$ cat src/hw/noc_pkg.sv
`default_nettype none

package noc_pkg;

  localparam int NOC_DATA_W = 64;

  typedef logic [NOC_DATA_W-1:0] noc_flit_t;

  // message types used by the memory controller
  typedef enum logic [7:0] {
    MSG_LOAD_MEM      = 8'd19,
    MSG_STORE_MEM     = 8'd20,
    MSG_LOAD_MEM_ACK  = 8'd24,
    MSG_STORE_MEM_ACK = 8'd25
  } msg_type_t;

  // header flit, msb first
  typedef struct packed {
    msg_type_t   msg_type;
    logic [7:0]  mshrid;  // echoed back in the ack
    logic [15:0] rsvd;    // always zero
    logic [31:0] addr;    // byte address
  } noc_hdr_t;

endpackage

`default_nettype wire

$ cat src/hw/mem_pkg.sv
`default_nettype none

package mem_pkg;

  // request from the NoC decoder to the controller
  typedef struct packed {
    logic                           we;      // store when set
    logic [7:0]                     mshrid;
    logic [31:0]                    addr;    // byte address
    logic [noc_pkg::NOC_DATA_W-1:0] wdata;
  } mem_req_t;

  // result handed to the ack encoder
  typedef struct packed {
    logic                           is_store;
    logic [7:0]                     mshrid;
    logic [noc_pkg::NOC_DATA_W-1:0] rdata;   // zero for stores
  } mem_resp_t;

endpackage

`default_nettype wire

$ cat src/hw/noc_resp_encoder.sv
`default_nettype none

module noc_resp_encoder (
  input  wire                      core_ref_clk,
  input  wire                      sys_rst_n,
  input  wire mem_pkg::mem_resp_t  resp,
  input  wire                      resp_val,
  output logic                     resp_rdy,
  output noc_pkg::noc_flit_t       flit_out_data,
  output logic                     flit_out_val,
  input  wire                      flit_out_rdy
);

  typedef enum logic {ST_HDR, ST_DATA} state_t;

  state_t            state_q;
  noc_pkg::noc_hdr_t ack_hdr;
  logic              out_fire;

  always_comb begin
    ack_hdr.msg_type = resp.is_store ? noc_pkg::MSG_STORE_MEM_ACK
                                     : noc_pkg::MSG_LOAD_MEM_ACK;
    ack_hdr.mshrid   = resp.mshrid;
    ack_hdr.rsvd     = '0;
    ack_hdr.addr     = '0;
  end

  // queue head stays put until popped
  assign flit_out_val  = resp_val;
  assign flit_out_data = (state_q == ST_DATA) ? resp.rdata : noc_pkg::noc_flit_t'(ack_hdr);
  assign out_fire      = flit_out_val & flit_out_rdy;

  // pop with the last flit of the message
  assign resp_rdy = flit_out_rdy & ((state_q == ST_DATA) | resp.is_store);

  always_ff @(posedge core_ref_clk) begin
    if (!sys_rst_n) begin
      state_q <= ST_HDR;
    end else if (out_fire) begin
      case (state_q)
        ST_HDR:  state_q <= resp.is_store ? ST_HDR : ST_DATA;
        ST_DATA: state_q <= ST_HDR;
        default: state_q <= ST_HDR;
      endcase
    end
  end

endmodule

`default_nettype wire

$ cat config.mk
export PLATFORM = sky130hd
export DESIGN_NAME = noc_resp_encoder
export DESIGN_NICKNAME = d
export VERILOG_FILES = /design/src/hw/noc_pkg.sv /design/src/hw/mem_pkg.sv /design/src/hw/noc_resp_encoder.sv
export SDC_FILE = /design/constraint.sdc
export NUM_CORES = 1
export LEC_CHECK = 0
export ABC_AREA = 1
export BUFFER_PORTS_ARGS = -buffer_cell sky130_fd_sc_hd__buf_2
export CORE_AREA = 2 2 55 57
export DETAILED_ROUTE_END_ITERATION = 7
export DIE_AREA = 0 0 57 59
export PLACE_DENSITY = 0.87
export SLEW_MARGIN = 20
export SYNTH_ARGS = -nofsm -noshare
export SYNTH_HDL_FRONTEND = slang
export SYNTH_SLANG_ARGS = --single-unit
$ cat constraint.sdc
create_clock -name core_ref_clk -period 1.36 [get_ports core_ref_clk]
set_input_delay 0.408 -clock core_ref_clk [delete_from_list [all_inputs] [get_ports core_ref_clk]]
set_output_delay 0.408 -clock core_ref_clk [all_outputs]
set_load 0.02 [all_outputs]
==> metrics.cfg, run 1 <==
[outcome]
outcome = finished clean

[yosys]
synthesis.area_um2 = 621
synthCells = 153
yosysWarningCount = 0
yosysUniqueCellTypes = 10
synth_fp_nets = 230
ys_seq_elements = 1
seq_area_frac_synth_pct = 3.23
syn_area_per_cell_um2 = 4.06

[hold_path]
hp-start = sys_rst_n
min_path_type = input pin to flip-flop
min_path_cells = 3
hold_path_end = state_q

[timing]
holdWs_ns = 0.641
fin_tns_setup_ns = 0
period_minus_slack_ns = 1.34
drv_slew = 0
fmax_mhz = 746
fin_crit_sh_pct = 98.6
finalClockSkew_ns = 0
tightest_slew_ns = 0.153
rsz0062_at_grt = no
setup_viol = 0
final_hold_viol_count = 0
relSlewSlack_pct = 89.8

[critical_path]
crit_type = input pin to output pin
endpoint_kind = output pin
reg2reg_setup_slack_ns = 0.50
required_ns = 0.95
crit_path_max_fanout = 1
rr_endpoint = state_q
crit_arrival_ns = 0.93
rr_startpoint = state_q
reg2reg_depth = 4
start_kind = input pin

[clock_tree]
post_cts_resized = 0
insertion_delay_ns = 0
ctsHoldBuffers = 0
clk_pin_slew_ns = 0
post_cts_buffers = 0

[power_and_ir_drop]
p_sw_share_pct = 54.1
combinationalPowerShare_pct = 92.8
power.switching_uw = 273
intPower_uw = 231
clkPwrFrac_pct = 0
leakagePower_uw = 0.00133
seqPwrFrac_pct = 7.2
ir_drop_mv = 0.201
design_power_total_uw = 503
power_density_mw_per_mm2 = 363

[detailed_routing]
routed_wl_mm = 2.59
viasPerCell = 3.81
dr.pass1.iters = 4
route.detailed.drc = 0
route.vias.total = 1223
detail_route.wl_per_cell_um = 8.07
drt_iter0_markers = 18
drtAntennaViolNets = 0

[floorplanning]
num_io_pins = 143
die_w_um = 57
initial_core_util_pct = 22.9
core_area_mm2 = 0.00271
core.rowCount = 19
die-area_mm2 = 0.00336
die_y_um = 59

[grt]
grt_usage_pct = 13.7
antenna_found_initial = 0
grt.overflow.total = 0
grt_pass1_wl_mm = 3.91
use_met2_pct = 30.5
use_met3_pct = 1.09
grt_max_degree = 25
grt_util_met1_pct = 14.4
grt_pass1_vias = 996
busiest_layer = met2

[layout]
nNetsFinal = 369
final-instance-count-excl-fill = 321
largest_reg_flops = 1
area_growth_pct = 123
final_layout_size_suffix_gt1_share_pct = 52.4
regMostFlops = state_q
top_regs = state_q (1)
utilization_pct = 51.2
final_cell_mix = buf_2 (141), nand2_1 (80), inv_1 (54)
layout_commonest_cell = buf_2
diodes = 0

[placement]
dp_hpwl_mm = 2.33
dp.cells = 321
io_buffers = 142
place.gp.congestion = 0.759

[job]
cap_viol_max_count = 0

==> layer usage <==
layer	up-vias	routed length, um
met5	-	0
met4	0	0
met3	0	291
met2	71	1420
met1	482	878
li1	670	-
==> kinds of logic (layout without fill, tap and decap cells) <==
group	after synthesis	count (layout)	synth area share, %
AND/OR/NAND/NOR	88	88	54.4
buffers and inverters	64	201	42.3
flip-flops	1	1	3.23
==> synth_stat cells <==
library cell | n | area share, %
buf_2 | 6 | 4.8
buf_4 | 2 | 2.4
buf_6 | 1 | 1.8
dfxtp_1 | 1 | 3.2
inv_1 | 54 | 33
inv_2 | 1 | 0.60
nand2_1 | 80 | 48
nor2_1 | 5 | 3.0
nor2_2 | 1 | 1.0
or2_2 | 2 | 2.0
==> stage by stage <==
| stage | area, um^2 | setup slack, ns |
|---|---|---|
| after floorplan | 621 | 0.0480 |
| after global placement | 1370 | 0.0189 |
| after detailed placement | 1370 | 0.0174 |
| after CTS | 1370 | 0.0174 |
| after global routing | 1390 | 0.00670 |
| final | 1390 | 0.0189 |
==> cell type report <==
| type | instances | area (um^2) |
|---|---|---|
| flip-flops and latches | 1 | 21.3 |
| inverters | 55 | 206 |
| fillers | 289 | 1320 |
| multi-input cells | 88 | 340 |
| well taps | 31 | 38.8 |
| repair buffers | 146 | 779 |
==> power by group through the flow <==
stage	registers (uW)	clock network, uW	logic (uW)
floorplan	32.3	0	252
global placement	35.6	0	460
detailed placement	35.8	0	465
CTS	35.7	0	467
global route	36.6	0	514
finish	36.3	0	467
==> worst max-delay path: stages <==
cell,delay [ns]
buf_2,0.09
or2_2,0.27
buf_2,0.16
==> how the worst max path moves through the flow <==
stage / startpoint / to / slack (ns) / cells past startpoint
2_1_floorplan: state_q / flit_out_data[56] / 0.05 / 5
3_3_place_gp: resp[60] / flit_out_data[60] / 0.02 / 3
3_5_place_dp: resp[59] / flit_out_data[59] / 0.02 / 3
4_1_cts: resp[59] / flit_out_data[59] / 0.02 / 3
5_1_grt: resp[59] / flit_out_data[59] / 0.007 / 3
6_report: resp[59] / flit_out_data[59] / 0.02 / 3
(Power assumes the default switching activity.)
==> inputs of run 2 (changes only) <==
- RECOVER_POWER: unset -> 25
==> run 2 against run 1 <==
  * Clock skew is the same
  * First-iteration DRC count is the same
  * Register-to-register slack is essentially flat
  * Largest cell class unchanged
  * Largest power group unchanged
  * Critical endpoint unchanged
  * Wire length grew 0.35%
  * Die area is the same
  * Critical path type unchanged
==> metrics.cfg, run 2 (synthesis results as in run 1) <==
[floorplanning]
die_y_um = 59
die-area_mm2 = 0.00336
initial_core_util_pct = 22.9
core_area_mm2 = 0.00271
core.rowCount = 19
num_io_pins = 143
die_w_um = 57

[timing]
tightest_slew_ns = 0.305
rsz0062_at_grt = no
finalClockSkew_ns = 0
holdWs_ns = 0.641
relSlewSlack_pct = 79.7
setup_viol = 0
fmax_mhz = 746
fin_tns_setup_ns = 0
drv_slew = 0
setup_slack_ns = 0.0189
final_hold_viol_count = 0
period_minus_slack_ns = 1.34
fin_crit_sh_pct = 98.6

[placement]
io_buffers = 142
dp_hpwl_mm = 2.33
place_ws_ns = 0.0174
place.gp.congestion = 0.759
place_area_mm2 = 0.00137

[detailed_routing]
route.detailed.drc = 0
route.vias.total = 1222
viasPerCell = 3.81
routed_wl_mm = 2.60
detail_route.wl_per_cell_um = 8.10
dr.pass1.iters = 4
drtAntennaViolNets = 0
drt_iter0_markers = 18

[power_and_ir_drop]
seqPwrFrac_pct = 7.3
combinationalPowerShare_pct = 92.7
power_density_mw_per_mm2 = 364
ir_drop_mv = 0.201
clkPwrFrac_pct = 0
leakagePower_uw = 0.00129
p_sw_share_pct = 54.5
power.switching_uw = 273
intPower_uw = 228

[critical_path]
start_kind = input pin
endpoint_kind = output pin
crit_type = input pin to output pin
crit_path_max_fanout = 1
required_ns = 0.95
crit_arrival_ns = 0.93

[layout]
largest_reg_flops = 1
regMostFlops = state_q
diodes = 0
fin_area_mm2 = 0.00138
area_growth_pct = 122
top_regs = state_q (1)
final_cell_mix = buf_2 (129), nand2_1 (80), inv_1 (54)
final_layout_size_suffix_gt1_share_pct = 49.3
layout_commonest_cell = buf_2
nNetsFinal = 369

[grt]
grt_pass1_vias = 996
grt_pass1_wl_mm = 3.91
grt_usage_pct = 13.7
grt_max_degree = 25
antenna_found_initial = 0
grt.overflow.total = 0

[clock_tree]
ctsHoldBuffers = 0
clk_pin_slew_ns = 0
insertion_delay_ns = 0
post_cts_buffers = 0

[outcome]
outcome = finished clean

[job]
cap_viol_max_count = 0

[hold_path]
min_path_type = input pin to flip-flop

run 2: changes by cell type in the layout (fill, tap and decap cells not counted):
cell and change:
buf_2 -12, clkbuf_1 +9, clkbuf_2 +3
run 2: cell type report:
type / count / area, um^2
Tap cell: 31 / 38.8
Inverter: 55 / 206
Sequential cell: 1 / 21.3
Fill cell: 290 / 1340
Timing Repair Buffer: 146 / 768
Multi-Input combinational cell: 88 / 340
run 2: path summary, 6_finish.rpt:
kind / from / endpoint / slack, ns / cells past startpoint
setup reg to reg: state_q / state_q / 0.50 / 4
setup / recovery: resp[59] / flit_out_data[59] / 0.02 / 3
hold reg to reg: state_q / state_q / 0.75 / 5
hold / removal: sys_rst_n / state_q / 0.64 / 3
run 2: metal layers:
metal	GRT usage (%)	up-vias	wire length (um)
li1	-	670	-
met1	14.4	481	888
met2	30.5	71	1420
met3	1.09	0	287
met4	0	0	0
met5	0	-	0
run 2: critical path, cell delays in order:
cell and delay, ns:
buf_2 0.09, or2_2 0.27, buf_2 0.16
run 2: power groups by stage:
| stage | Clock (uW) | Combinational (uW) | Sequential (uW) |
|---|---|---|---|
| 5_1_grt | 0 | 512 | 36.6 |
| 3_5_place_dp | 0 | 465 | 35.8 |
| 2_1_floorplan | 0 | 252 | 32.3 |
| 3_3_place_gp | 0 | 460 | 35.6 |
| 4_1_cts | 0 | 467 | 35.7 |
| 6_report | 0 | 464 | 36.3 |
run 2: metrics by stage:
stage	utilization, %	power [uW]	std cells
after global placement	50.6	495	321
after detailed placement	50.6	501	321
after CTS	50.6	502	321
final	50.7	501	321
after floorplan	-	285	153
after global routing	50.7	548	321
run 2: repair_timing:
action / 4_1_cts / 5_1_grt
resized for setup: 0 / 5
hold endpoints to repair: 0 / 0
endpoints found under the setup margin: 0 / 18
