==> config.mk <==
export PLATFORM = sky130hd
export DESIGN_NAME = mc_rst_seq
export DESIGN_NICKNAME = d
export VERILOG_FILES = /design/src/hw/mc_rst_seq.sv
export SDC_FILE = /design/constraint.sdc
export NUM_CORES = 1
export LEC_CHECK = 0
export BUFFER_PORTS_ARGS = -buffer_cell sky130_fd_sc_hd__buf_2
export CAP_MARGIN = 10
export CORE_MARGIN = 4
export CORE_UTILIZATION = 30
export CTS_CLUSTER_SIZE = 28
export DETAILED_ROUTE_END_ITERATION = 12
export PLACE_DENSITY = 0.44
export SLEW_MARGIN = 0
export SYNTH_ARGS = -nofsm -noshare
export SYNTH_HDL_FRONTEND = slang
export SYNTH_SLANG_ARGS = --single-unit
==> constraint.sdc <==
create_clock -name core_ref_clk -period 2.3 [get_ports core_ref_clk]
set_input_delay 0.46 -clock core_ref_clk [delete_from_list [all_inputs] [get_ports core_ref_clk]]
set_output_delay 0.46 -clock core_ref_clk [all_outputs]
set_load 0.005 [all_outputs]
==> src/hw/mc_rst_seq.sv <==
`default_nettype none

module mc_rst_seq #(
  parameter int DELAY_CYCLES = 511
) (
  input  wire  core_ref_clk,
  input  wire  sys_rst_n,
  output logic mc_ui_clk_sync_rst,
  output logic calib_done
);

  localparam int CNT_W = (DELAY_CYCLES > 0) ? $clog2(DELAY_CYCLES + 1) : 1;

  logic [CNT_W-1:0] delay_cnt;

  always_ff @(posedge core_ref_clk) begin
    if (!sys_rst_n) begin
      delay_cnt <= CNT_W'(DELAY_CYCLES);  // reload on every reset
    end else if (delay_cnt != '0) begin
      delay_cnt <= delay_cnt - 1'b1;
    end
  end

  // drops one edge after the count hits zero
  always_ff @(posedge core_ref_clk) begin
    if (!sys_rst_n) begin
      mc_ui_clk_sync_rst <= 1'b1;
    end else begin
      mc_ui_clk_sync_rst <= (delay_cnt != '0);
    end
  end

  assign calib_done = ~mc_ui_clk_sync_rst;

endmodule

`default_nettype wire

==> results of run 1 <==
-- cell type report --
cell class                 count  area [µm²]
multi-input combinational     34       237.7
timing repair buffer           4       22.52
tap                           15       18.77
clock buffer                   4       36.28
sequential                    10       200.2
fill                         149       835.8
inverter                       4       15.01
-- cell usage in the layout (no fill, tap or decap) --
cell type / Yosys / routed
a21boi_0: 2 / 2
a21oi_1: 1 / 1
buf_2: 0 / 3
buf_4: 0 / 1
clkbuf_4: 0 / 3
clkbuf_8: 0 / 1
dfxtp_1: 10 / 10
ha_1: 1 / 1
inv_1: 4 / 4
mux2_2: 1 / 1
nand2_1: 2 / 2
nand2b_1: 1 / 1
nand3_1: 3 / 3
nand4b_1: 2 / 2
nor2_1: 1 / 1
nor3_1: 1 / 1
nor4_1: 3 / 3
nor4b_1: 1 / 1
o211ai_1: 2 / 2
o21ai_0: 4 / 4
o31ai_1: 3 / 3
o41ai_1: 1 / 1
or3b_2: 1 / 1
or4_1: 2 / 2
or4_4: 1 / 1
or4b_2: 1 / 1
-- worst max-delay path, delay by kind of cell, from the launching register on --
family | cells | cell delay (ns)
fa+ha+maj | 1 | 0.21
buf+inv | 1 | 0.09
flops | 1 | 0.35
mux | 1 | 0.34
simple gates | 2 | 0.67
-- cells by family (layout without fill, tap and decap cells) --
family          Yosys count  in the layout  synth area share
compound gates           13             13            0.1890
fa+ha+maj                 1              1           0.02739
buf+inv                   5             12           0.04108
flops                    10             10            0.4384
mux                       1              1           0.02466
simple gates             19             19            0.2794
-- metrics by stage --
stage | instances | util | worst slack, ns
finish | 71 | 0.3883 | 0.5415
global route | 71 | 0.3883 | 0.4727
CTS | 71 | 0.3883 | 0.5594
detailed placement | 67 | 0.3617 | 0.5737
global placement | 67 | 0.3617 | 0.5840
floorplan | 49 | - | 0.6748
-- sequential cells by signal (all words and copies together), names as in the netlist --
name	cells
delay_cnt	9
mc_ui_clk_sync_rst	1
-- per-layer routing --
layer | part of all wire | up-vias | global-route usage
li1 | - | 203 | -
met1 | 0.43 | 197 | 0.1175
met2 | 0.46 | 21 | 0.1409
met3 | 0.099 | 2 | 0.05747
met4 | 0.0090 | 0 | 0.01657
met5 | 0 | - | 0
-- report_power, final --
part | switching, mW | leakage [nW] | internal [mW]
clock network | 0.0598 | 0.0210 | 0.0961
logic | 0.00867 | 0.0886 | 0.00681
registers | 0.00597 | 0.0816 | 0.178
-- how the worst max path moves through the flow --
stage	from	to	slack, ns
global placement	delay_cnt[0]$_SDFFE_PN1P_	delay_cnt[7]$_SDFFE_PN1P_	0.58
detailed placement	delay_cnt[0]$_SDFFE_PN1P_	delay_cnt[7]$_SDFFE_PN1P_	0.57
CTS	delay_cnt[0]$_SDFFE_PN1P_	delay_cnt[7]$_SDFFE_PN1P_	0.56
global route	delay_cnt[0]$_SDFFE_PN1P_	delay_cnt[7]$_SDFFE_PN1P_	0.47
floorplan	delay_cnt[0]$_SDFFE_PN1P_	delay_cnt[7]$_SDFFE_PN1P_	0.67
finish	delay_cnt[0]$_SDFFE_PN1P_	delay_cnt[7]$_SDFFE_PN1P_	0.54
==> summary.md, run 1 <==
| Metric | Value |
|---|---|
| Status | finished, final reports clean |
| CP Max Fanout | 5 |
| CTS tree | yes |
| Leak pwr | 0.1912 nW |
| Layout cells sized above 1 | 0.2143 |
| Worst R2R Path Depth | 5 |
| Fin. Hold Viols | 0 |
| Core ar. | 1366 µm² |
| Crit path cell chain | inv_1 > ha_1 > or3b_2 > nand4b_1 > mux2_2 |
| Count leader, synth | dfxtp_1 |
| CP required | 2.46 ns |
| # resized after CTS | 0 |
| Row Count | 13 |
| DR DRC count | 0 |
| Crit Path Class | flip-flop to flip-flop |
| 1st-iter DRT viols | 14 |
| Clk_lat worst skew | 0.26 ns |
| Synthesized area | 456.7 µm² |
| Area after DPL | 494.2 µm² |
| Syn Inst Count | 49 |
| Cts hold-fix bufs | 0 |
| Achievable Freq | 0.5687 GHz |
| Remaining Overflow, GRT | 0 |
| Cell variety after synth | 23 |
| Clock tree buffer depth | 2 |
| Hold depth | 2 |
| Layout Nets | 60 |
| Main synth FF type | dfxtp_1 |
| Clock transition at path regs | 0.07 ns |
| Antenna-violating nets left | 0 |
| # port buffers | 3 |
| # IOs | 4 |
| CTS buffer count | 3 |
| Period minus WS final | 1.758 ns |
| Worst hold path type | input pin to flip-flop |
| CP endpoint kind | flip-flop |
| Pin count of the biggest net entering global routing | 12 |
| Die extent in x | 47.02 µm |
| Area contributors post-synth | dfxtp_1 44%, o31ai_1 4.9%, o21ai_0 4.4% |
| Critical path's slowest cell | or3b_2 |
| Startpoint Class | flip-flop |
| Die Area | 2210 µm² |
| Reg-to-reg endpoint | delay_cnt[7]$_SDFFE_PN1P_ |
| Setup TNS | 0 ns |
| WL final | 891 µm |
| Post-CTS Setup Bufs | 0 |
| Total Routing Usage GR | 0.09416 |
| Commonest cells in the netlist | 10 x dfxtp_1, 4 x inv_1, 4 x o21ai_0 |
| Setup violators final | 0 |
| Cell taking the most area after synthesis | dfxtp_1 |
| Die height | 47.02 µm |
| CP arrival | 1.92 ns |
| Synthesis-to-layout area growth | 16.16% |
| Max transition margin | 0.5778 |
| Vias in the first global route | 347 |
| HPWL Detailed | 663 µm |
| Hold Path Origin | sys_rst_n |
| Root Buffer | clkbuf_4 |
| R2r setup slk | 0.54 ns |
| Power Dens Cells | 668.8 nW/µm² |
| Ant diodes | 0 |
| Clock skew | 0.006724 ns |
| Max-cap violations | 0 |
| #FFs+latches synth | 10 |
| Count of final max-slew check failures | 0 |
| Hold WS | 0.4538 ns |
| Async set or reset register ratio after synthesis | 0 |
| First-pass GRT wire length | 1449 µm |
| Power, Total | 0.3548 mW |
| Sequential-to-total area share from yosys stat | 0.4384 |
| Via density | 5.958 |
| DR pass1 iterations | 4 |
| Initial antenna violation count | 0 |
| Crit-path max cell delay | 0.52 ns |
| Hold EP | delay_cnt[8]$_SDFFE_PN1P_ |
| Via count | 423 |
| RSZ-0062 raised after global routing | no |
| EDFF count, synth | 0 |
| Slew at the pin closest to its max-slew limit | 0.6245 ns |
| Mean Syn Cell Area | 9.320 µm² |
| VDD IR-drop max | 0.3841 mV |
| WL per Instance | 12.55 µm |
| Yosys Warn Count | 0 |
| Mapped Nets | 52 |
| Final period util | 0.7645 |
| Final RePlAce weighted congestion | 0.8552 |
| Top cell type's share of synthesized area | 0.4384 |
| CTS Sinks | 10 |
| Final instance area | 530.5 µm² |
| H-tree depth | 1 |
| Critical R2R Launch | delay_cnt[0]$_SDFFE_PN1P_ |
| Initial Utilization | 0.3342 |
No activity file was read; power rests on OpenSTA's default activity.
==> run 2, diff against run 1 <==
--- a/config.mk
+++ b/config.mk
@@ -11,7 +11,7 @@
 export CORE_UTILIZATION = 30
 export CTS_CLUSTER_SIZE = 28
 export DETAILED_ROUTE_END_ITERATION = 12
-export PLACE_DENSITY = 0.44
+export PLACE_DENSITY = 0.45
 export SLEW_MARGIN = 0
 export SYNTH_ARGS = -nofsm -noshare
 export SYNTH_HDL_FRONTEND = slang
==> constraint.sdc (replaced) <==
create_clock -name core_ref_clk -period 1.45 [get_ports core_ref_clk]
set_input_delay 0.29 -clock core_ref_clk [delete_from_list [all_inputs] [get_ports core_ref_clk]]
set_output_delay 0.29 -clock core_ref_clk [all_outputs]
set_load 0.005 [all_outputs]
==> run 2 against run 1 <==
Effect of this change: the flow now finishes with violations (negative setup slack); worst setup slack lost 0.59 ns; routed wire length grew 32%; total power grew 70%; via count grew 11%; maximum frequency grew 17%; hold slack lost 0.18 ns; global-route usage grew 3.9 points; combinational power grew to 3.6 times the previous value; sequential power grew 58%; cell area grew 37%; critical path type unchanged; largest cell class unchanged.
==> summary.md, run 2 (synthesis gave the netlist of run 1 again) <==
| Metric | Value |
|---|---|
| Status | finished with violations |
| Failing checks | negative setup slack |
| Clk_lat worst skew | 0.28 ns |
| Layout cells sized above 1 | 0.5634 |
| Root Buffer | clkbuf_4 |
| Clock skew | 0.001299 ns |
| DR pass1 iterations | 4 |
| Slew at the pin closest to its max-slew limit | 0.4597 ns |
| # IOs | 4 |
| Fin worst setup slack | -0.05253 ns |
| Initial Utilization | 0.3342 |
| Clock tree buffer depth | 2 |
| CTS tree | yes |
| Multi-input logic area | 309.0 µm² |
| First-pass GRT wire length | 1945 µm |
| Synthesis-to-layout area growth | 58.90% |
| Worst slack, placed | -0.1297 ns |
| Max reg flops | 9 |
| Fin. Hold Viols | 0 |
| Clock transition at path regs | 0.07 ns |
| Vias in the first global route | 444 |
| Achievable Freq | 0.6655 GHz |
| Final instance area | 725.7 µm² |
| Max-cap violations | 0 |
| # port buffers | 3 |
| Row Count | 13 |
| Worst hold path type | input pin to flip-flop |
| Cts hold-fix bufs | 0 |
| Ant diodes | 0 |
| Commonest non-fill, non-tap cell in the layout | buf_4 |
| Via count | 469 |
| Commonest cells after routing, fill and taps aside | 15 x buf_4, 6 x dfxtp_1 |
| Final period util | 1.036 |
| Die height | 47.02 µm |
| Area after DPL | 599.3 µm² |
| Remaining Overflow, GRT | 0 |
| Reg with most FFs | delay_cnt |
| DR DRC count | 0 |
| Setup violators final | 6 |
| Die Area | 2210 µm² |
| Power, Total | 0.6030 mW |
| HPWL Detailed | 849.8 µm |
| Period minus WS final | 1.503 ns |
| Final RePlAce weighted congestion | 0.8432 |
| Core ar. | 1366 µm² |
| Top Registers | delay_cnt: 9 flops, mc_ui_clk_sync_rst: 1 flops |
| CP Max Fanout | 5 |
| CTS Sinks | 10 |
| Fillcell total | 131 |
| Leak pwr | 0.2934 nW |
| RSZ-0062 raised after global routing | yes |
| H-tree depth | 1 |
| Setup TNS | -0.1566 ns |
| Reg area | 207.7 µm² |
| Die extent in x | 47.02 µm |
| Crit Path Class | flip-flop to flip-flop |
| Antenna-violating nets left | 0 |
| WL final | 1174 µm |
| CP arrival | 1.67 ns |
| Layout Nets | 75 |
| CP required | 1.62 ns |
| CTS buffer count | 3 |
| Startpoint Class | flip-flop |
| Pin count of the biggest net entering global routing | 12 |
| CP endpoint kind | flip-flop |
| Count of final max-slew check failures | 0 |
| Total Routing Usage GR | 0.1328 |
| Power Dens Cells | 831.0 nW/µm² |
| Final design utilization | 0.5311 |
| Max transition margin | 0.6892 |
| Via density | 5.453 |
| VDD IR-drop max | 0.4667 mV |
| 1st-iter DRT viols | 8 |
| Initial antenna violation count | 0 |
| WL per Instance | 13.65 µm |
## run 2: cell types whose count changed in the layout (fill, tap and decap cells not counted), moves of 3 or more
cell and change:
dfxtp_1 -4, buf_4 +14, nor4_1 -3, o21ai_0 -3, dfxtp_2 +3
## run 2: metal layers
metal  vias to the layer above  wire [µm]  global-route usage
li1                        237          -                   -
met1                       220        568              0.1625
met2                         9        514              0.1897
met3                         3         62             0.04598
met4                         0         28             0.09945
met5                         -          0                   0
## run 2: what timing repair did
item	in CTS	in global routing
setup buffers	1	2
pin swaps	1	2
resized for setup	11	5
endpoints found under the setup margin	8	8
endpoints found under the hold margin	0	0
## run 2: worst max-delay path, stage by stage, from the launching register on
cell,delay (ns)
dfxtp_2,0.33
inv_2,0.07
ha_4,0.15
or3b_4,0.40
nand4b_1,0.14
mux2_4,0.30
## run 2: worst paths after layout
| path | end | cells after the start | start | slack, ns |
|---|---|---|---|---|
| max | delay_cnt[7]$_SDFFE_PN1P_ | 5 | delay_cnt[0]$_SDFFE_PN1P_ | -0.05 |
| min | delay_cnt[8]$_SDFFE_PN1P_ | 2 | sys_rst_n | 0.28 |
| max reg2reg | delay_cnt[7]$_SDFFE_PN1P_ | 5 | delay_cnt[0]$_SDFFE_PN1P_ | -0.05 |
| min reg2reg | delay_cnt[2]$_SDFFE_PN1P_ | 1 | delay_cnt[2]$_SDFFE_PN1P_ | 0.47 |
## run 2: power breakdown
group          internal (mW)  switching [mW]
clock                  0.153           0.104
combinational         0.0284          0.0275
sequential             0.283         0.00720
## run 2: through the flow
stage	hold slack, ns	cells
2_1_floorplan	0.4426	49
3_3_place_gp	0.4669	79
3_5_place_dp	0.4698	79
4_1_cts	0.2762	84
5_1_grt	0.2830	86
6_report	0.2767	86
## run 2: layout make-up
type / instances / share of cell area
Multi-Input combinational cell: 34 / 0.4259
Sequential cell: 10 / 0.2862
Timing Repair Buffer: 19 / 0.1914
Clock buffer: 4 / 0.05000
Inverter: 4 / 0.02069
Tap cell: 15 / 0.02586
