$ cat config.mk
export PLATFORM = sky130hd
export DESIGN_NAME = noc_req_decoder
export DESIGN_NICKNAME = d
export VERILOG_FILES = /design/src/hw/noc_pkg.sv /design/src/hw/mem_pkg.sv /design/src/hw/noc_req_decoder.sv
export SDC_FILE = /design/constraint.sdc
export NUM_CORES = 1
export LEC_CHECK = 0
export BUFFER_PORTS_ARGS = -buffer_cell sky130_fd_sc_hd__buf_2
export CORE_ASPECT_RATIO = 0.7
export CORE_MARGIN = 8
export CORE_UTILIZATION = 44
export CTS_BUF_LIST = sky130_fd_sc_hd__clkbuf_2
export CTS_CLUSTER_DIAMETER = 30
export DETAILED_ROUTE_END_ITERATION = 10
export GPL_TIMING_DRIVEN = 0
export PLACE_DENSITY = 0.88
export SETUP_SLACK_MARGIN = 0.02
export SLEW_MARGIN = 15
export SYNTH_ARGS = -nofsm -noshare
export SYNTH_HDL_FRONTEND = slang
export SYNTH_SLANG_ARGS = --single-unit
$ cat constraint.sdc
create_clock -name core_ref_clk -period 9 [get_ports core_ref_clk]
set_input_delay 1.35 -clock core_ref_clk [delete_from_list [all_inputs] [get_ports core_ref_clk]]
set_output_delay 1.35 -clock core_ref_clk [all_outputs]
set_load 0.01 [all_outputs]
$ cat src/hw/noc_pkg.sv
`default_nettype none

package noc_pkg;

  localparam int NOC_DATA_W = 64;

  typedef logic [NOC_DATA_W-1:0] noc_flit_t;

  // message types used by the memory controller
  typedef enum logic [7:0] {
    MSG_LOAD_MEM      = 8'd19,
    MSG_STORE_MEM     = 8'd20,
    MSG_LOAD_MEM_ACK  = 8'd24,
    MSG_STORE_MEM_ACK = 8'd25
  } msg_type_t;

  // header flit, msb first
  typedef struct packed {
    msg_type_t   msg_type;
    logic [7:0]  mshrid;  // echoed back in the ack
    logic [15:0] rsvd;    // always zero
    logic [31:0] addr;    // byte address
  } noc_hdr_t;

endpackage

`default_nettype wire

$ cat src/hw/mem_pkg.sv
`default_nettype none

package mem_pkg;

  // request from the NoC decoder to the controller
  typedef struct packed {
    logic                           we;      // store when set
    logic [7:0]                     mshrid;
    logic [31:0]                    addr;    // byte address
    logic [noc_pkg::NOC_DATA_W-1:0] wdata;
  } mem_req_t;

  // result handed to the ack encoder
  typedef struct packed {
    logic                           is_store;
    logic [7:0]                     mshrid;
    logic [noc_pkg::NOC_DATA_W-1:0] rdata;   // zero for stores
  } mem_resp_t;

endpackage

`default_nettype wire

$ cat src/hw/noc_req_decoder.sv
`default_nettype none

module noc_req_decoder (
  input  wire                      core_ref_clk,
  input  wire                      sys_rst_n,
  input  wire noc_pkg::noc_flit_t  flit_in_data,
  input  wire                      flit_in_val,
  output logic                     flit_in_rdy,
  output mem_pkg::mem_req_t        req,
  output logic                     req_val,
  input  wire                      req_rdy
);

  typedef enum logic {ST_HDR, ST_DATA} state_t;

  state_t            state_q;
  noc_pkg::noc_hdr_t hdr_in;
  noc_pkg::noc_hdr_t hdr_q;    // store header waiting for its data
  logic              is_load;
  logic              is_store;
  logic              in_fire;

  assign hdr_in      = noc_pkg::noc_hdr_t'(flit_in_data);
  assign is_load     = (hdr_in.msg_type == noc_pkg::MSG_LOAD_MEM);
  assign is_store    = (hdr_in.msg_type == noc_pkg::MSG_STORE_MEM);
  assign flit_in_rdy = req_rdy;  // no flit taken while the queue is full
  assign in_fire     = flit_in_val & flit_in_rdy;

  always_comb begin
    if (state_q == ST_DATA) begin
      req_val    = flit_in_val;
      req.we     = 1'b1;
      req.mshrid = hdr_q.mshrid;
      req.addr   = hdr_q.addr;
      req.wdata  = flit_in_data;
    end else begin
      req_val    = flit_in_val & is_load;  // stores and unknown types push nothing here
      req.we     = 1'b0;
      req.mshrid = hdr_in.mshrid;
      req.addr   = hdr_in.addr;
      req.wdata  = '0;
    end
  end

  always_ff @(posedge core_ref_clk) begin
    if (!sys_rst_n) begin
      state_q <= ST_HDR;
    end else if (in_fire) begin
      case (state_q)
        ST_HDR:  state_q <= is_store ? ST_DATA : ST_HDR;
        ST_DATA: state_q <= ST_HDR;
        default: state_q <= ST_HDR;
      endcase
    end
  end

  always_ff @(posedge core_ref_clk) begin
    if (in_fire && state_q == ST_HDR && is_store) begin
      hdr_q <= hdr_in;
    end
  end

endmodule

`default_nettype wire

==> reports/metrics.yaml, run 1 <==
logic_synthesis:
  ys_seq_elements: 41
  seq_area_frac_synth: 0.550
  yosysUniqueCellTypes: 16
  syn_nets: 236
  yosys_most_used_dff: "edfxtp_1"
  synthArstFlopShare: 0
  synth-edff-count: 40
  yosysWarnings: 0
  synth_area_leader_cell: "edfxtp_1"
  yosysMostFrequentCell: "and2_1"
  syn_inst: 168
  synth_area_leaders: "edfxtp_1, mux2_2, and2_1"
  syn_area_per_cell_um2: 13.2
  synth_top_area_frac: 0.541
  yosys-top-cells-count: "and2_1, edfxtp_1, mux2_2, clkbuf_1, buf_2"
  syn_area_um2: 2220
job:
  cap_violations: 0
sta:
  hold-worst-slack_ns: 1.10
  fin_tns_setup_ns: 0
  drv_slew: 0
  timing.final.ws_setup_ns: 5.07
  hold_viol_final: 0
  worst_pin_slew_ns: 0.756
  fin_crit_sh: 0.436
  fin_skew_ns: 0.0108
  slew_headroom: 0.492
  rsz0062_at_grt: "false"
  period_minus_slack_ns: 3.93
  setup_viol: 0
  max_freq_ghz: 0.255
placement:
  place_ws_ns: 5.06
  io_buffers: 174
  place_congestion: 0.735
  hpwl_um: 5780
drt:
  wl_per_cell_um: 16.3
  first_pass_iters: 5
  avgViaCountPerCell: 4.78
  remaining_drc_errors: 0
  drt_iter0_markers: 32
  wirelength_um: 6880
  num_vias: 2016
  drtAntennaViolNets: 0
critical_path:
  critical_path_arrival_ns: 2.58
  cp_common_cell: "buf_2"
  crit_slowest_cell: "or4b_4"
  end_kind: "primary output"
  r2r_slack_ns: 6.96
  cp_max_fo: 2
  path_class: "in -> out"
  rr_endpoint: "hdr_q[52]"
  critical_path_required_ns: 7.65
  startpoint_type: "input pin"
  cpPeakStageDelay_ns: 0.55
  crit_chain: "buf_2, or4b_4, nor4_1, o21a_1, buf_2"
  timing.rr.start: "state_q"
  r2r_cells: 5
clock_network:
  cts_setup_buffers: 0
  clockBufferDepth: 2
  cts.sinks: 41
  numCtsBuffers: 5
  clk_latency_ns: 0.39
  cts_resized: 0
  cts_tree: "yes"
  cts_root_buffer: "clkbuf_2"
  htreeDepth: 2
  clk_pin_slew_ns: 0.19
  holdBufCountCts: 0
floorplanning:
  io_pins: 175
  dieWidth_um: 101
  coreArea_um2: 4810
  rows: 21
  dieArea_um2: 7610
  dieHeight_um: 75.4
  start_util: 0.462
pwr:
  comb_power_share: 0.127
  p_int_mw: 0.281
  p_switching_mw: 0.0783
  p_per_area_nw_per_um2: 110
  clockPowerShare: 0.290
  seqPwrFrac: 0.583
  cellLeakagePower_nw: 1.62
  ir_worst_vdd_uv: 64.2
  p_sw_frac: 0.218
final_layout:
  nFillCells: 396
  antenna_cells: 0
  areaGrowthSynthToFinish_pct: 47.5
  num-nets-final: 420
  drive_above_1_share: 0.660
status:
  status: "finished, final reports clean"
grt:
  grt_pass1_wl_um: 10400
  grt_overflow_total: 0
  grt_max_degree: 14
  antenna_found_initial: 0
  first_global_vias: 2165
  track_usage: 0.176
worst_hold_path:
  hp-class: "reg -> reg"
  min_from: "state_q"
  min_to: "hdr_q[23]"
  holdPathStages: 3
[final cells by class]
class | instances | area (um2) | area share
clock buffer | 6 | 30.0 | 0.00917
buffer | 14 | 63.8 | 0.0195
tap | 69 | 86.3 | 0.0264
multi-input combinational | 113 | 935 | 0.285
timing repair buffer | 177 | 905 | 0.276
sequential | 41 | 1220 | 0.373
clock inverter | 2 | 33.8 | 0.0103
[state kept, by name, summed over array words and instances, names as in the netlist]
register / cells
hdr_q: 40
state_q: 1
[power by group through the flow]
stage                     Clock (mW)  Combinational (mW)  Sequential (mW)
after global placement             0              0.0445            0.214
after floorplan                    0              0.0161            0.214
final                          0.104              0.0456            0.209
after global routing           0.116              0.0500            0.209
after detailed placement           0              0.0459            0.214
after CTS                      0.109              0.0462            0.209
[worst max-delay path: cells and delay by family]
family / cells / cell delay (ns)
buf+inv: 2 / 0.24
compound gates: 1 / 0.15
simple gates: 2 / 0.84
[metal layers]
metal  vias to the layer above  part of all wire  global-route usage
met4                         0             0.011              0.0624
met3                         8              0.12              0.0803
met1                       944              0.38               0.181
li1                        954                 -                   -
met2                       110              0.49               0.316
met5                         -                 0                   0
[worst max path at each step]
stage / from / to / slack (ns) / depth (start not counted)
after floorplan: flit_in_data[62] / hdr_q[0] / 5.25 / 2
after global routing: flit_in_data[62] / req_val / 4.96 / 5
after CTS: flit_in_data[62] / req_val / 5.05 / 5
final: flit_in_data[62] / req_val / 5.07 / 5
after global placement: flit_in_data[62] / hdr_q[53] / 4.61 / 3
after detailed placement: flit_in_data[62] / req_val / 5.06 / 5
[cells by family after synthesis]
group	synth area share
and+or+nand+nor	0.208
AOI/OAI and AO/OA	0.0101
buffers and inverters	0.0287
DFF	0.550
muxes	0.203
[metrics by stage]
stage | std cells | cell area (um2) | utilization | power (mW)
after floorplan | 168 | 2220 | - | 0.230
after global placement | 411 | 3180 | 0.661 | 0.258
after detailed placement | 414 | 3210 | 0.668 | 0.260
after CTS | 422 | 3270 | 0.681 | 0.365
after global routing | 422 | 3270 | 0.681 | 0.375
final | 422 | 3270 | 0.681 | 0.359
[cells in the final DEF, fill, tap and decap left out, types with 2 or more instances in the layout]
master	count
clkbuf_1	9
and2_1	63
buf_2	177
o21a_1	2
edfxtp_1	40
mux2_2	40
buf_4	2
buf_6	3
clkbuf_2	6
(Power assumes the default switching activity.)
==> inputs of run 2 (changes only) <==
- CORE_UTILIZATION: 44 -> 41
- PLACE_DENSITY: 0.88 -> 0.83
- clock period: 9 -> 3.9 ns (I/O delays scaled with it)
==> reports/metrics.yaml, run 2 (synthesis gave the netlist of run 1 again) <==
drt:
  wirelength_um: 7120  # was 6880 um
  first_pass_iters: 4  # was 5
  drt_iter0_markers: 40  # was 32
  remaining_drc_errors: 0  # unchanged
  avgViaCountPerCell: 4.68  # was 4.78
  wl_per_cell_um: 16.8  # was 16.3 um
  drtAntennaViolNets: 0  # unchanged
  num_vias: 1986  # was 2016
sta:
  slew_headroom: 0.619  # was 0.492
  timing.final.ws_setup_ns: 1.16  # was 5.07 ns
  fin_crit_sh: 0.702
  setup_viol: 0  # unchanged
  rsz0062_at_grt: "false"  # unchanged
  fin_skew_ns: 0.00669  # was 0.0108 ns
  worst_pin_slew_ns: 0.568  # was 0.756 ns
  drv_slew: 0  # unchanged
  period_minus_slack_ns: 2.74
  hold_viol_final: 0  # unchanged
  max_freq_ghz: 0.365
  fin_tns_setup_ns: 0  # unchanged
placement:
  place_congestion: 0.753  # was 0.735
  hpwl_um: 5890  # was 5780 um
  place_ws_ns: 1.35  # was 5.06 ns
  placed_cell_area_um2: 3220  # was 3210 um2
  io_buffers: 174  # unchanged
  dp.cells: 417  # was 414
final_layout:
  drive_above_1_share: 0.659  # was 0.660
  layout_common_cells: "buf_2, and2_1, mux2_2, edfxtp_1, clkbuf_1"  # unchanged
  antenna_cells: 0  # unchanged
  areaGrowthSynthToFinish_pct: 46.7  # was 47.5%
  largest_reg_flops: 40  # unchanged
  num-nets-final: 420  # unchanged
  design_area_um2: 3260  # was 3270 um2
  mostFrequentLayoutCell: "buf_2"  # unchanged
  post-route-util: 0.622  # was 0.681
  top_regs: "hdr_q x40, state_q x1"  # unchanged
  fin_cells: 424  # was 422
  regMostFlops: "hdr_q"  # unchanged
  nFillCells: 472  # was 396
critical_path:
  startpoint_type: "flop"  # was input pin
  critical_path_arrival_ns: 2.15  # was 2.58 ns
  r2r_slack_ns: 1.99  # was 6.96 ns
  path_class: "reg -> out"  # was in -> out
  r2r_cells: 5  # unchanged
  end_kind: "primary output"  # unchanged
  timing.rr.start: "state_q"  # unchanged
  critical_path_required_ns: 3.31  # was 7.65 ns
  cp-startpoint: "state_q"  # was flit_in_data[62]
  rr_endpoint: "hdr_q[1]"  # was hdr_q[52]
  critPathCapture: "req[62]"  # was req_val
  cp_max_fo: 10  # was 2
pwr:
  ir_worst_vdd_uv: 114  # was 64.2 uV
  cellLeakagePower_nw: 1.60  # was 1.62 nW
  p_per_area_nw_per_um2: 232  # was 110 nW/um2
clock_network:
  cts.sinks: 41  # unchanged
  cts_setup_buffers: 0  # unchanged
  cts_resized: 0  # unchanged
  clockBufferDepth: 2  # unchanged
  clk_pin_slew_ns: 0.18  # was 0.19 ns
  cts_tree: "yes"  # unchanged
  numCtsBuffers: 5  # unchanged
  cts_root_buffer: "clkbuf_2"  # unchanged
  htreeDepth: 2  # unchanged
  holdBufCountCts: 0  # unchanged
  clk_latency_ns: 0.37  # was 0.39 ns
floorplanning:
  rows: 22  # was 21
  start_util: 0.424  # was 0.462
  io_pins: 175  # unchanged
  dieHeight_um: 77.6  # was 75.4 um
  dieWidth_um: 104  # was 101 um
  coreArea_um2: 5230  # was 4810 um2
  dieArea_um2: 8060  # was 7610 um2
grt:
  antenna_found_initial: 0  # unchanged
  track_usage: 0.171  # was 0.176
  grt_max_degree: 14  # unchanged
  first_global_vias: 2221  # was 2165
  grt_overflow_total: 0  # unchanged
  grt_pass1_wl_um: 11500  # was 10400 um
worst_hold_path:
  hp-class: "in -> reg"  # was reg -> reg
status:
  status: "finished, final reports clean"  # unchanged
job:
  cap_violations: 0  # unchanged
## run 2: changes by cell type in the layout (fill, tap and decap cells not counted)
cell / delta
buf_6: -2
buf_8: +2
bufinv_16: -1
## run 2: area by class of cell
| cell class | count | area [um2] | area share |
|---|---|---|---|
| multi-input combinational | 113 | 935 | 0.287 |
| buffer | 14 | 63.8 | 0.0196 |
| tap | 72 | 90.1 | 0.0277 |
| clock buffer | 6 | 30.0 | 0.00922 |
| timing repair buffer | 177 | 912 | 0.280 |
| sequential | 41 | 1220 | 0.375 |
| clock inverter | 1 | 3.75 | 0.00115 |
## run 2: worst min path at each step
stage                                start         to  slack, ns  cells past startpoint
after floorplan            flit_in_data[0]   hdr_q[0]       0.68                      0
after global placement    flit_in_data[18]  hdr_q[18]       0.79                      1
after detailed placement  flit_in_data[21]  hdr_q[21]       0.79                      1
after CTS                 flit_in_data[31]  hdr_q[31]       0.35                      1
after global routing      flit_in_data[21]  hdr_q[21]       0.34                      1
final                     flit_in_data[21]  hdr_q[21]       0.39                      1
## run 2: worst max-delay path: stages, from the launching register on
cell and delay [ns]:
dfxtp_1 0.38, clkbuf_1 0.26, clkbuf_1 0.47, clkbuf_1 0.34, and2_2 0.20, buf_2 0.12
## run 2: stage by stage
stage                     total power, mW  hold WS, ns
after CTS                           0.771        0.352
after detailed placement            0.600        0.787
after floorplan                     0.530        0.684
after global routing                0.793        0.337
after global placement              0.596        0.785
final                               0.754        0.393
## run 2: power by group
| part | switching (mW) | internal (mW) | leakage, nW |
|---|---|---|---|
| sequential | 0.000112 | 0.483 | 0.367 |
| combinational | 0.0493 | 0.0558 | 1.21 |
| clock | 0.124 | 0.0419 | 0.0265 |
## run 2: layer usage
metal	global-route usage	part of all wire	vias up
li1	-	-	958
met1	0.176	0.39	919
met2	0.315	0.50	104
met3	0.0767	0.10	5
met4	0.0432	0.0074	0
met5	0	0	-
