<file path="config.mk">
export PLATFORM = sky130hd
export DESIGN_NAME = mc_ctrl
export DESIGN_NICKNAME = d
export VERILOG_FILES = /design/src/hw/noc_pkg.sv /design/src/hw/mem_pkg.sv /design/src/hw/mc_ctrl.sv
export SDC_FILE = /design/constraint.sdc
export NUM_CORES = 1
export LEC_CHECK = 0
export BUFFER_PORTS_ARGS = -buffer_cell sky130_fd_sc_hd__buf_2
export CORE_AREA = 2 2 135 137
export DETAILED_ROUTE_END_ITERATION = 6
export DIE_AREA = 0 0 137 139
export PLACE_DENSITY = 0.34
export SLEW_MARGIN = 10
export SYNTH_ARGS = -nofsm -noshare
export SYNTH_HDL_FRONTEND = slang
export SYNTH_SLANG_ARGS = --single-unit
</file>
<file path="constraint.sdc">
create_clock -name core_ref_clk -period 2.73 [get_ports core_ref_clk]
set_input_delay 0.1365 -clock core_ref_clk [delete_from_list [all_inputs] [get_ports core_ref_clk]]
set_output_delay 0.1365 -clock core_ref_clk [all_outputs]
set_load 0.01 [all_outputs]
</file>
<file path="src/hw/noc_pkg.sv">
`default_nettype none

package noc_pkg;

  localparam int NOC_DATA_W = 64;

  typedef logic [NOC_DATA_W-1:0] noc_flit_t;

  // message types used by the memory controller
  typedef enum logic [7:0] {
    MSG_LOAD_MEM      = 8'd19,
    MSG_STORE_MEM     = 8'd20,
    MSG_LOAD_MEM_ACK  = 8'd24,
    MSG_STORE_MEM_ACK = 8'd25
  } msg_type_t;

  // header flit, msb first
  typedef struct packed {
    msg_type_t   msg_type;
    logic [7:0]  mshrid;  // echoed back in the ack
    logic [15:0] rsvd;    // always zero
    logic [31:0] addr;    // byte address
  } noc_hdr_t;

endpackage

`default_nettype wire

</file>
<file path="src/hw/mem_pkg.sv">
`default_nettype none

package mem_pkg;

  // request from the NoC decoder to the controller
  typedef struct packed {
    logic                           we;      // store when set
    logic [7:0]                     mshrid;
    logic [31:0]                    addr;    // byte address
    logic [noc_pkg::NOC_DATA_W-1:0] wdata;
  } mem_req_t;

  // result handed to the ack encoder
  typedef struct packed {
    logic                           is_store;
    logic [7:0]                     mshrid;
    logic [noc_pkg::NOC_DATA_W-1:0] rdata;   // zero for stores
  } mem_resp_t;

endpackage

`default_nettype wire

</file>
<file path="src/hw/mc_ctrl.sv">
`default_nettype none

module mc_ctrl #(
  parameter int QUEUE_DEPTH = 2
) (
  input  wire                                   core_ref_clk,
  input  wire                                   sys_rst_n,
  input  wire                                   calib_done,
  input  wire mem_pkg::mem_req_t                req,
  input  wire                                   req_val,
  output logic                                  req_rdy,
  input  wire [$clog2(QUEUE_DEPTH+1)-1:0]       resp_free_slots,
  output logic                                  mem_en,
  output logic                                  mem_we,
  output logic [31:0]                           mem_addr,
  output logic [noc_pkg::NOC_DATA_W-1:0]        mem_wdata,
  input  wire  [noc_pkg::NOC_DATA_W-1:0]        mem_rdata,
  output mem_pkg::mem_resp_t                    resp,
  output logic                                  resp_val
);

  localparam int CNT_W = $clog2(QUEUE_DEPTH + 1);

  logic       credit_ok;
  logic       issue;
  logic       stage_val;     // result in the memory stage
  logic       stage_store;
  logic [7:0] stage_mshrid;

  // the staged result still needs a slot of its own
  assign credit_ok = (resp_free_slots > CNT_W'(stage_val));
  assign req_rdy   = calib_done & credit_ok;
  assign issue     = req_val & req_rdy;

  assign mem_en    = issue;
  assign mem_we    = issue & req.we;
  assign mem_addr  = req.addr;
  assign mem_wdata = req.wdata;

  always_ff @(posedge core_ref_clk) begin
    if (!sys_rst_n) begin
      stage_val <= 1'b0;
    end else begin
      stage_val <= issue;
    end
  end

  always_ff @(posedge core_ref_clk) begin
    if (issue) begin
      stage_store  <= req.we;
      stage_mshrid <= req.mshrid;
    end
  end

  assign resp_val      = stage_val;  // pushed the cycle after issue
  assign resp.is_store = stage_store;
  assign resp.mshrid   = stage_mshrid;
  assign resp.rdata    = stage_store ? '0 : mem_rdata;

endmodule

`default_nettype wire

</file>
==> results by stage, run 1 <==
Status:
- The run finished with clean final reports.

Timing:
- At the pin with the least slew margin, the transition time is 0.588 ns.
- Measured against its own limit, the worst slew margin works out to 0.608.
- The setup-violating endpoint count in the final report is 0.
- The fmax is 583 MHz.
- The minimum period implied by the final worst setup slack is 1.72 ns.
- The number of pins with negative max-slew slack in the final report is 0.
- Setup repair after global routing left no endpoint under its margin.
- The final sum of negative setup slack is 0 ns.
- The number of failing hold endpoints at the final stage came to 0.
- The setup clock skew after layout is 0.00270 ns.
- Dividing the final minimum period by the clock period gives 0.629.

Setup path:
- The slowest stage cell on the critical path is dfxtp_1.
- The critical path endpoint is mem_en.
- The kind of start point of the critical path is a flop.
- The critical path runs through a total of 5 cells.
- The worst reg-to-reg path cell count is 4.
- The startpoint of the worst setup timing path is resp_val.
- The largest single stage delay on the critical path is 0.31 ns.
- The launch instance of the worst register-to-register path is resp_val.
- The nature of the critical path endpoint is an output port.
- The count of buffering cells on the critical path with inverters included is 2.
- For the worst setup path, the data required time is 2.59 ns.
- The critical path is of the flop to output port type.
- Of all nets on the critical path, the largest fanout is 10.
- The arrival time at the worst endpoint is 1.58 ns.
- The setup slack of the most critical reg-to-reg path is 1.24 ns.
- The critical path goes through ha_1 > o21ba_2 > nor2_1 > buf_4 > buf_2.
- The capture instance of the worst register-to-register path is stage_mshrid[4].
- Grouping stages by cell kind, the critical path spends the most delay in buffers and inverters.

CTS:
- The number of clock sinks is 10.
- The H-tree depth reported by CTS is 1.
- The buffers inserted during post-CTS setup optimization is 0.
- The deepest clock path buffer count is 2.
- Hold repair after CTS inserted 0 buffers.
- The CTS tree is built.
- The insertion delay to the later sink of the worst-skew pair is 0.24 ns.
- TritonCTS created 3 clock buffers.
- The clock edge transition at the registers on the reported setup and hold paths is 0.04 ns.
- The number of gates resized after CTS was 0.
- The root buffer cell chosen for the clock tree is clkbuf_16.

Cells and area:
- Across the whole layout, storage elements account for 290 um2.
- The count of cells in the finished layout, fillers not included, comes to 472.
- The count of antenna diodes in the layout is 0.
- The number of fill cells is 2061.
- The library cell used most frequently in the layout, excluding fill and tap cells, is buf_2.
- The share of layout cells above drive strength 1 is 0.667.
- Summing all multi-input logic gate instances after layout gives 454 um2.
- The net count reported at finish is 420.
- In the layout the commonest cells are buf_2 (155), nor2b_1 (64), edfxtp_1 (9), clkbuf_16 (3).
- The area growth from synthesis to layout is 22.7%.

Power:
- The overall power of the completed layout is 0.000623 W.
- The peak ir drop on the vdd network is 0.139 mV.
- The power per cell area is 327 mW/mm2.
- In this run the static leakage power is 0.976 nW.

Route:
- The DRC marker count from the first detailed-route iteration is 14.
- The pre-antenna-repair detailed-routing pass consisted of 3 iterations.
- For this run, design rule violations remaining after detail routing come to 0.
- The mean number of vias per cell is 2.71.
- The total length of routed wires is 3970 um.
- In the final routed layout, each cell accounts on average for 8.41 um.
- The total via count after detailed routing is 1281.
- The count of nets left with antenna violations once routing finished came out at 0.

GRT:
- The via count of the first global-routing pass is 1165.
- Entering global routing, the biggest net connects 66 pins.
- For this run the aggregate overflow at the end of global routing stands at 0.
- The initial antenna violation count came to 0.
- The first global-routing pass estimated 5040 um of wire.
- The all-layer global routing usage is 0.0336.

Placement:
- The congestion estimate from routability-driven global placement came to 0.655.
- The instance count after placement with tap cells included is 468.
- Input and output buffers added on the ports amount to 155.
- The half-perimeter wire length of the detailed placement result is 3390 um.

Run:
- Max-cap violations in this run came to 0.

Floorplan:
- The height of the die is 139 um.
- The effective utilization at floorplan is 0.0879.
- The placement row count is 49.
- In this run the count of I/O pins placed on the die edge is 348.
- The total area inside the core boundary comes to 0.0177 mm2.
- The floorplan die area is 0.0190 mm2.
- The die is 137 um wide.

Logic synthesis:
- The post-synthesis average cell area is 8.34 um2.
- Counting every net in the synthesized netlist gives 362.
- For this run, the register share of the synthesized area comes to 0.187.
- The synthesis warning total is 0.
- The area of the mapped netlist is 0.00155 mm2.
- Counting flops and latches in the post-synthesis netlist gives 10.
- After technology mapping, the gate count stands at 186.
- Synthesis instantiated 12 different standard cells from the library.

Hold path:
- In this run the worst hold path is classified as primary input to flop.
## synth_stat cells
cell      count  share of area
nand2_1       1         0.0024
buf_6         6          0.044
ha_1          1         0.0081
buf_4        98           0.47
o21ba_2       1         0.0065
nor2b_1      64           0.26
and2b_2       1         0.0056
dfxtp_1       1          0.013
edfxtp_1      9           0.17
inv_1         1         0.0024
nor2_1        1         0.0024
nor3b_1       2         0.0097
## state kept, by name, summed over array words and instances (netlist names)
| signal | count |
|---|---|
| stage_store | 1 |
| stage_mshrid | 8 |
| resp_val | 1 |
## how the worst min path moves through the flow
stage,start,to,slack [ns],cells past startpoint
2_1_floorplan,req[96],stage_mshrid[0],0.24,0
3_3_place_gp,req[75],mem_addr[11],0.27,0
3_5_place_dp,req[75],mem_addr[11],0.27,0
4_1_cts,req[103],stage_mshrid[7],0.07,1
5_1_grt,req[99],stage_mshrid[3],0.07,1
6_report,req[103],stage_mshrid[7],0.07,1
## layout make-up
| cell class | count | share of cell area |
|---|---|---|
| Multi-Input combinational cell | 71 | 0.239 |
| Inverter | 1 | 0.00197 |
| Timing Repair Buffer | 157 | 0.415 |
| Clock inverter | 1 | 0.00197 |
| Clock buffer | 3 | 0.0394 |
| Sequential cell | 10 | 0.152 |
| Tap cell | 229 | 0.150 |
## metal layers
metal  GRT usage  part of all wire  vias up  routed length, um
li1            -                 -      581                  -
met1      0.0278              0.33      555               1300
met2      0.0655              0.47      137               1870
met3      0.0150              0.19        8                759
met4      0.0163             0.012        0                 46
met5           0                 0        -                  0
## power breakdown
part	switching [W]	internal, W
Sequential	0.00000153	0.000175
Combinational	0.0000829	0.0000985
Clock	0.0000727	0.000192
Total	0.000157	0.000466
## per-stage QoR
step / area (um2) / hold slack, ns / worst slack (ns) / utilization
5_1_grt: 1900 / 0.0723 / 0.929 / 0.108
4_1_cts: 1900 / 0.0656 / 1.00 / 0.108
3_3_place_gp: 1830 / 0.273 / 1.25 / 0.103
3_5_place_dp: 1830 / 0.273 / 1.26 / 0.103
6_report: 1900 / 0.0735 / 1.01 / 0.108
2_1_floorplan: 1550 / 0.235 / 0.989 / -
## worst reg2reg max path, delay by kind of cell (launching register included)
family	cells	cell delay, ns
flip-flops	1	0.31
adder cells (fa/ha/maj)	1	0.27
AO/OA/AOI/OAI	1	0.22
buffers and inverters	1	0.22
AND/OR/NAND/NOR	1	0.17
## kinds of logic (layout without fill, tap and decap cells)
logic type               count (synthesis)  in the layout  synth area share
buffers and inverters                  105            162             0.520
AO/OA/AOI/OAI                            1              1           0.00645
adder cells (fa/ha/maj)                  1              1           0.00806
flip-flops                              10             10             0.187
AND/OR/NAND/NOR                         69             69             0.278
No activity file was read; power rests on OpenSTA's default activity.
==> run 2: changes to the inputs <==
- CORE_AREA: 2 2 135 137 -> 2 2 136 138
- DIE_AREA: 0 0 137 139 -> 0 0 138 140
- clock period: 2.73 -> 1.7 ns (I/O delays scaled with it)
==> run 2 against run 1 <==
Against the previous run: via count increased by 1.7%; register-to-register slack got worse by 0.94 ns; critical path depth unchanged; design area rose by 0.92%; total power is 64% higher; non-clock buffer count unchanged; global-route usage grew 1.6 points; core utilization about the same; hold slack got worse by 0.052 ns; first-iteration DRC count up 86%; clock-buffer cell count unchanged; clock skew about the same; highest routed layer unchanged.
==> results by stage, run 2 (same netlist as run 1, synthesis figures left out) <==
Status:
- The flow ran to the end, and the final reports show no timing, DRC or antenna violations.

Setup path:
- The path type of the worst setup path is flop to output port.
- The count of buffering cells on the critical path with inverters included is 2 (unchanged).
- STA classifies the critical path endpoint as an output port.
- The delay of the slowest cell on the worst path is 0.30 ns (about the same).
- The kind of start point of the critical path is a flop.
- The data required time of the worst path is 1.62 ns (-0.97 ns).
- In this design, the largest share of critical-path delay is due to buffers and inverters.
- The maximum fanout encountered on the critical timing path is 10 (unchanged).
- The arrival time at the worst endpoint is 1.49 ns (-0.09 ns).
- The setup slack of the most critical reg-to-reg path was 0.30 ns (-0.94 ns).
- Walking the worst path, the cells encountered are ha_1 > o21ba_2 > nor2_2 > buf_4 > buf_2.
- The slowest stage of the critical path belongs to the cell dfxtp_1.

Placement:
- The half-perimeter wire length of the detailed placement result is 4680 um (+38%).
- The placer's final routability congestion estimate came to 0.935 (+43%).
- The number of I/O port buffers was 155 (unchanged).
- The instance count after placement with tap cells included is 468 (unchanged).

Timing:
- The setup-violating endpoint count in the final report is 0 (unchanged).
- The slew at the pin closest to its max-slew limit is 0.257 ns (-0.331 ns).
- Setup repair after global routing left no endpoint under its margin.
- The headroom to the max-slew limit was 0.828 (+0.221).
- The minimum period implied by the final worst setup slack is 1.58 ns.
- The setup clock skew after layout is 0.00297 ns (+0.000266 ns).
- The number of pins with negative max-slew slack in the final report came to 0 (unchanged).
- The final sum of negative setup slack is 0 ns (unchanged).
- The fmax is 634 MHz.
- The part of the cycle the worst path needs is 0.928.
- The worst hold slack is 0.0218 ns (-0.0517 ns).
- The number of failing hold endpoints at the final stage came to 0 (unchanged).

GRT:
- The via count of the first global-routing pass was 1213 (+4.1%).
- The total overflow reported by the global router is 0 (unchanged).
- The global-route wire length before repair is 7350 um (+46%).
- The initial antenna violation count is 2 (+2).
- The all-layer global routing usage came to 0.0498 (+0.0162).
- The pin count of the biggest net entering global routing is 66 (unchanged).

Route:
- The detailed-routing iteration count for the pre-antenna-repair pass is 3 (unchanged).
- The mean number of vias per cell is 2.75 (+1.5%).
- The DRC marker count from the first detailed-route iteration is 26 (+12).
- The number of routed nets with antenna violations is 0 (unchanged).
- The routed wire length per instance was 11.2 um (+33%).
- The post-detailed-route DRC marker count is 0 (unchanged).
- The total via count after detailed routing came to 1303 (+1.7%).
- The total length of routed wires came to 5300 um (+34%).

Cells and area:
- Ranked by flip-flop count, first place goes to stage_mshrid.
- The combined area of the multi-input logic cells is 457 um2 (+0.55%).
- The final standard cell count with taps included and fillers excluded is 473 (+0.21%).
- The flip-flop count of the largest register, all copies and words added is 8 (unchanged).
- The number of fill cells is 2071 (+0.49%).
- The net count reported at finish is 420 (unchanged).
- The utilization after layout is 0.108 (+0.000242).
- Leaving out fill and tap cells, the most frequent cell in the layout is buf_2.
- Leaving out fill and tap cells, the most frequent cells in the layout are buf_2 (155), nor2b_1 (64), edfxtp_1 (9), clkbuf_16 (3), nor3b_1 (2).
- The share of layout cells above drive strength 1 is 0.671 (+0.00412).
- The sequential cell area is 290 um2 (unchanged).
- The area growth from synthesis to layout is 23.9%.

Floorplan:
- The core area is 0.0178 mm2 (+0.69%).
- The effective utilization at floorplan is 0.0873 (-0.000606).
- The height of the die is 140 um (+0.72%).
- The width of the die is 138 um (+0.73%).
- The count of boundary I/O pins is 348 (unchanged).
- The placement row count is 49 (unchanged).
- The floorplan die area is 0.0193 mm2 (+1.5%).

CTS:
- The number of buffers created by CTS is 3 (unchanged).
- The deepest clock path buffer count is 2 (unchanged).
- The insertion delay to the later sink of the worst-skew pair is 0.24 ns (about the same).
- The buffers inserted during post-CTS setup optimization was 0 (unchanged).
- The cell sitting at the root of the clock tree is a clkbuf_16.
- The number of clock sinks is 10 (unchanged).
- The CTS tree is built.
- The clock edge transition at the registers on the reported setup and hold paths is 0.05 ns (about the same).
- The H-tree depth reported by CTS is 1 (unchanged).
- The number of gates given a new drive strength after cts came to 0 (unchanged).
- The number of buffers inserted by hold repair at cts is 0 (unchanged).

Power:
- The standby leakage power was 0.980 nW (+0.45%).
- The peak ir drop on the vdd network is 0.234 mV (+67%).
- The power per cell area is 533 mW/mm2 (+63%).
- The switching power share of the total is 0.265 (+0.0130).
- The internal portion of total power came to 0.000752 W (+61%).
- The relative contribution of combinational cells to total power is 0.296 (+0.005).
- The fraction of power consumed by the clock network is 0.426 (about the same).
- The overall power of the completed layout was 0.00102 W (+64%).
- The net switching power of the design is 0.000272 W (+73%).
- The sequential power share came to 0.278 (-0.005).

Hold path:
- The classification of the worst-slack hold path is primary input to flop.

Run:
- The max-capacitance violation count is 0 (unchanged).
-- run 2: changes by cell type in the layout (fill, tap and decap cells not counted) --
cell / change
buf_12: +1
diode_2: +1
buf_4: -1
nor2_2: +1
nor2_1: -1
-- run 2: worst paths after layout --
path / from / to / cells past startpoint
max: resp_val / mem_en / 5
min: req[96] / stage_mshrid[0] / 1
max reg2reg: resp_val / stage_mshrid[5] / 4
min reg2reg: resp_val / resp_val / 3
-- run 2: layout make-up --
| cell class | instances | share of cell area |
|---|---|---|
| timing repair buffer | 157 | 0.418 |
| multi-input combinational | 71 | 0.238 |
| sequential | 10 | 0.151 |
| tap | 229 | 0.149 |
| clock buffer | 3 | 0.0391 |
| clock inverter | 1 | 0.00195 |
| inverter | 1 | 0.00195 |
| antenna | 1 | 0.00130 |
-- run 2: power by group through the flow --
stage	Combinational (W)	Sequential, W	Clock, W
6_report	0.000303	0.000284	0.000436
4_1_cts	0.000313	0.000285	0.000461
3_5_place_dp	0.000312	0.000289	0
3_3_place_gp	0.000313	0.000290	0
2_1_floorplan	0.000365	0.000293	0
5_1_grt	0.000333	0.000285	0.000469
-- run 2: metrics by stage --
| stage | setup WS, ns | instance area (um2) |
|---|---|---|
| finish | 0.123 | 1920 |
| global placement | 0.302 | 1840 |
| detailed placement | 0.282 | 1840 |
| global route | 0.0122 | 1920 |
| CTS | 0.0804 | 1920 |
| floorplan | 0.153 | 1550 |
-- run 2: metal layers --
metal  track usage  up-vias  part of all wire  routed length [um]
met1        0.0394      544              0.28                1510
met3        0.0332       16              0.17                 910
met2        0.0969      162              0.52                2780
met5             0        -                 0                   0
met4        0.0166        0             0.020                 107
li1              -      581                 -                   -
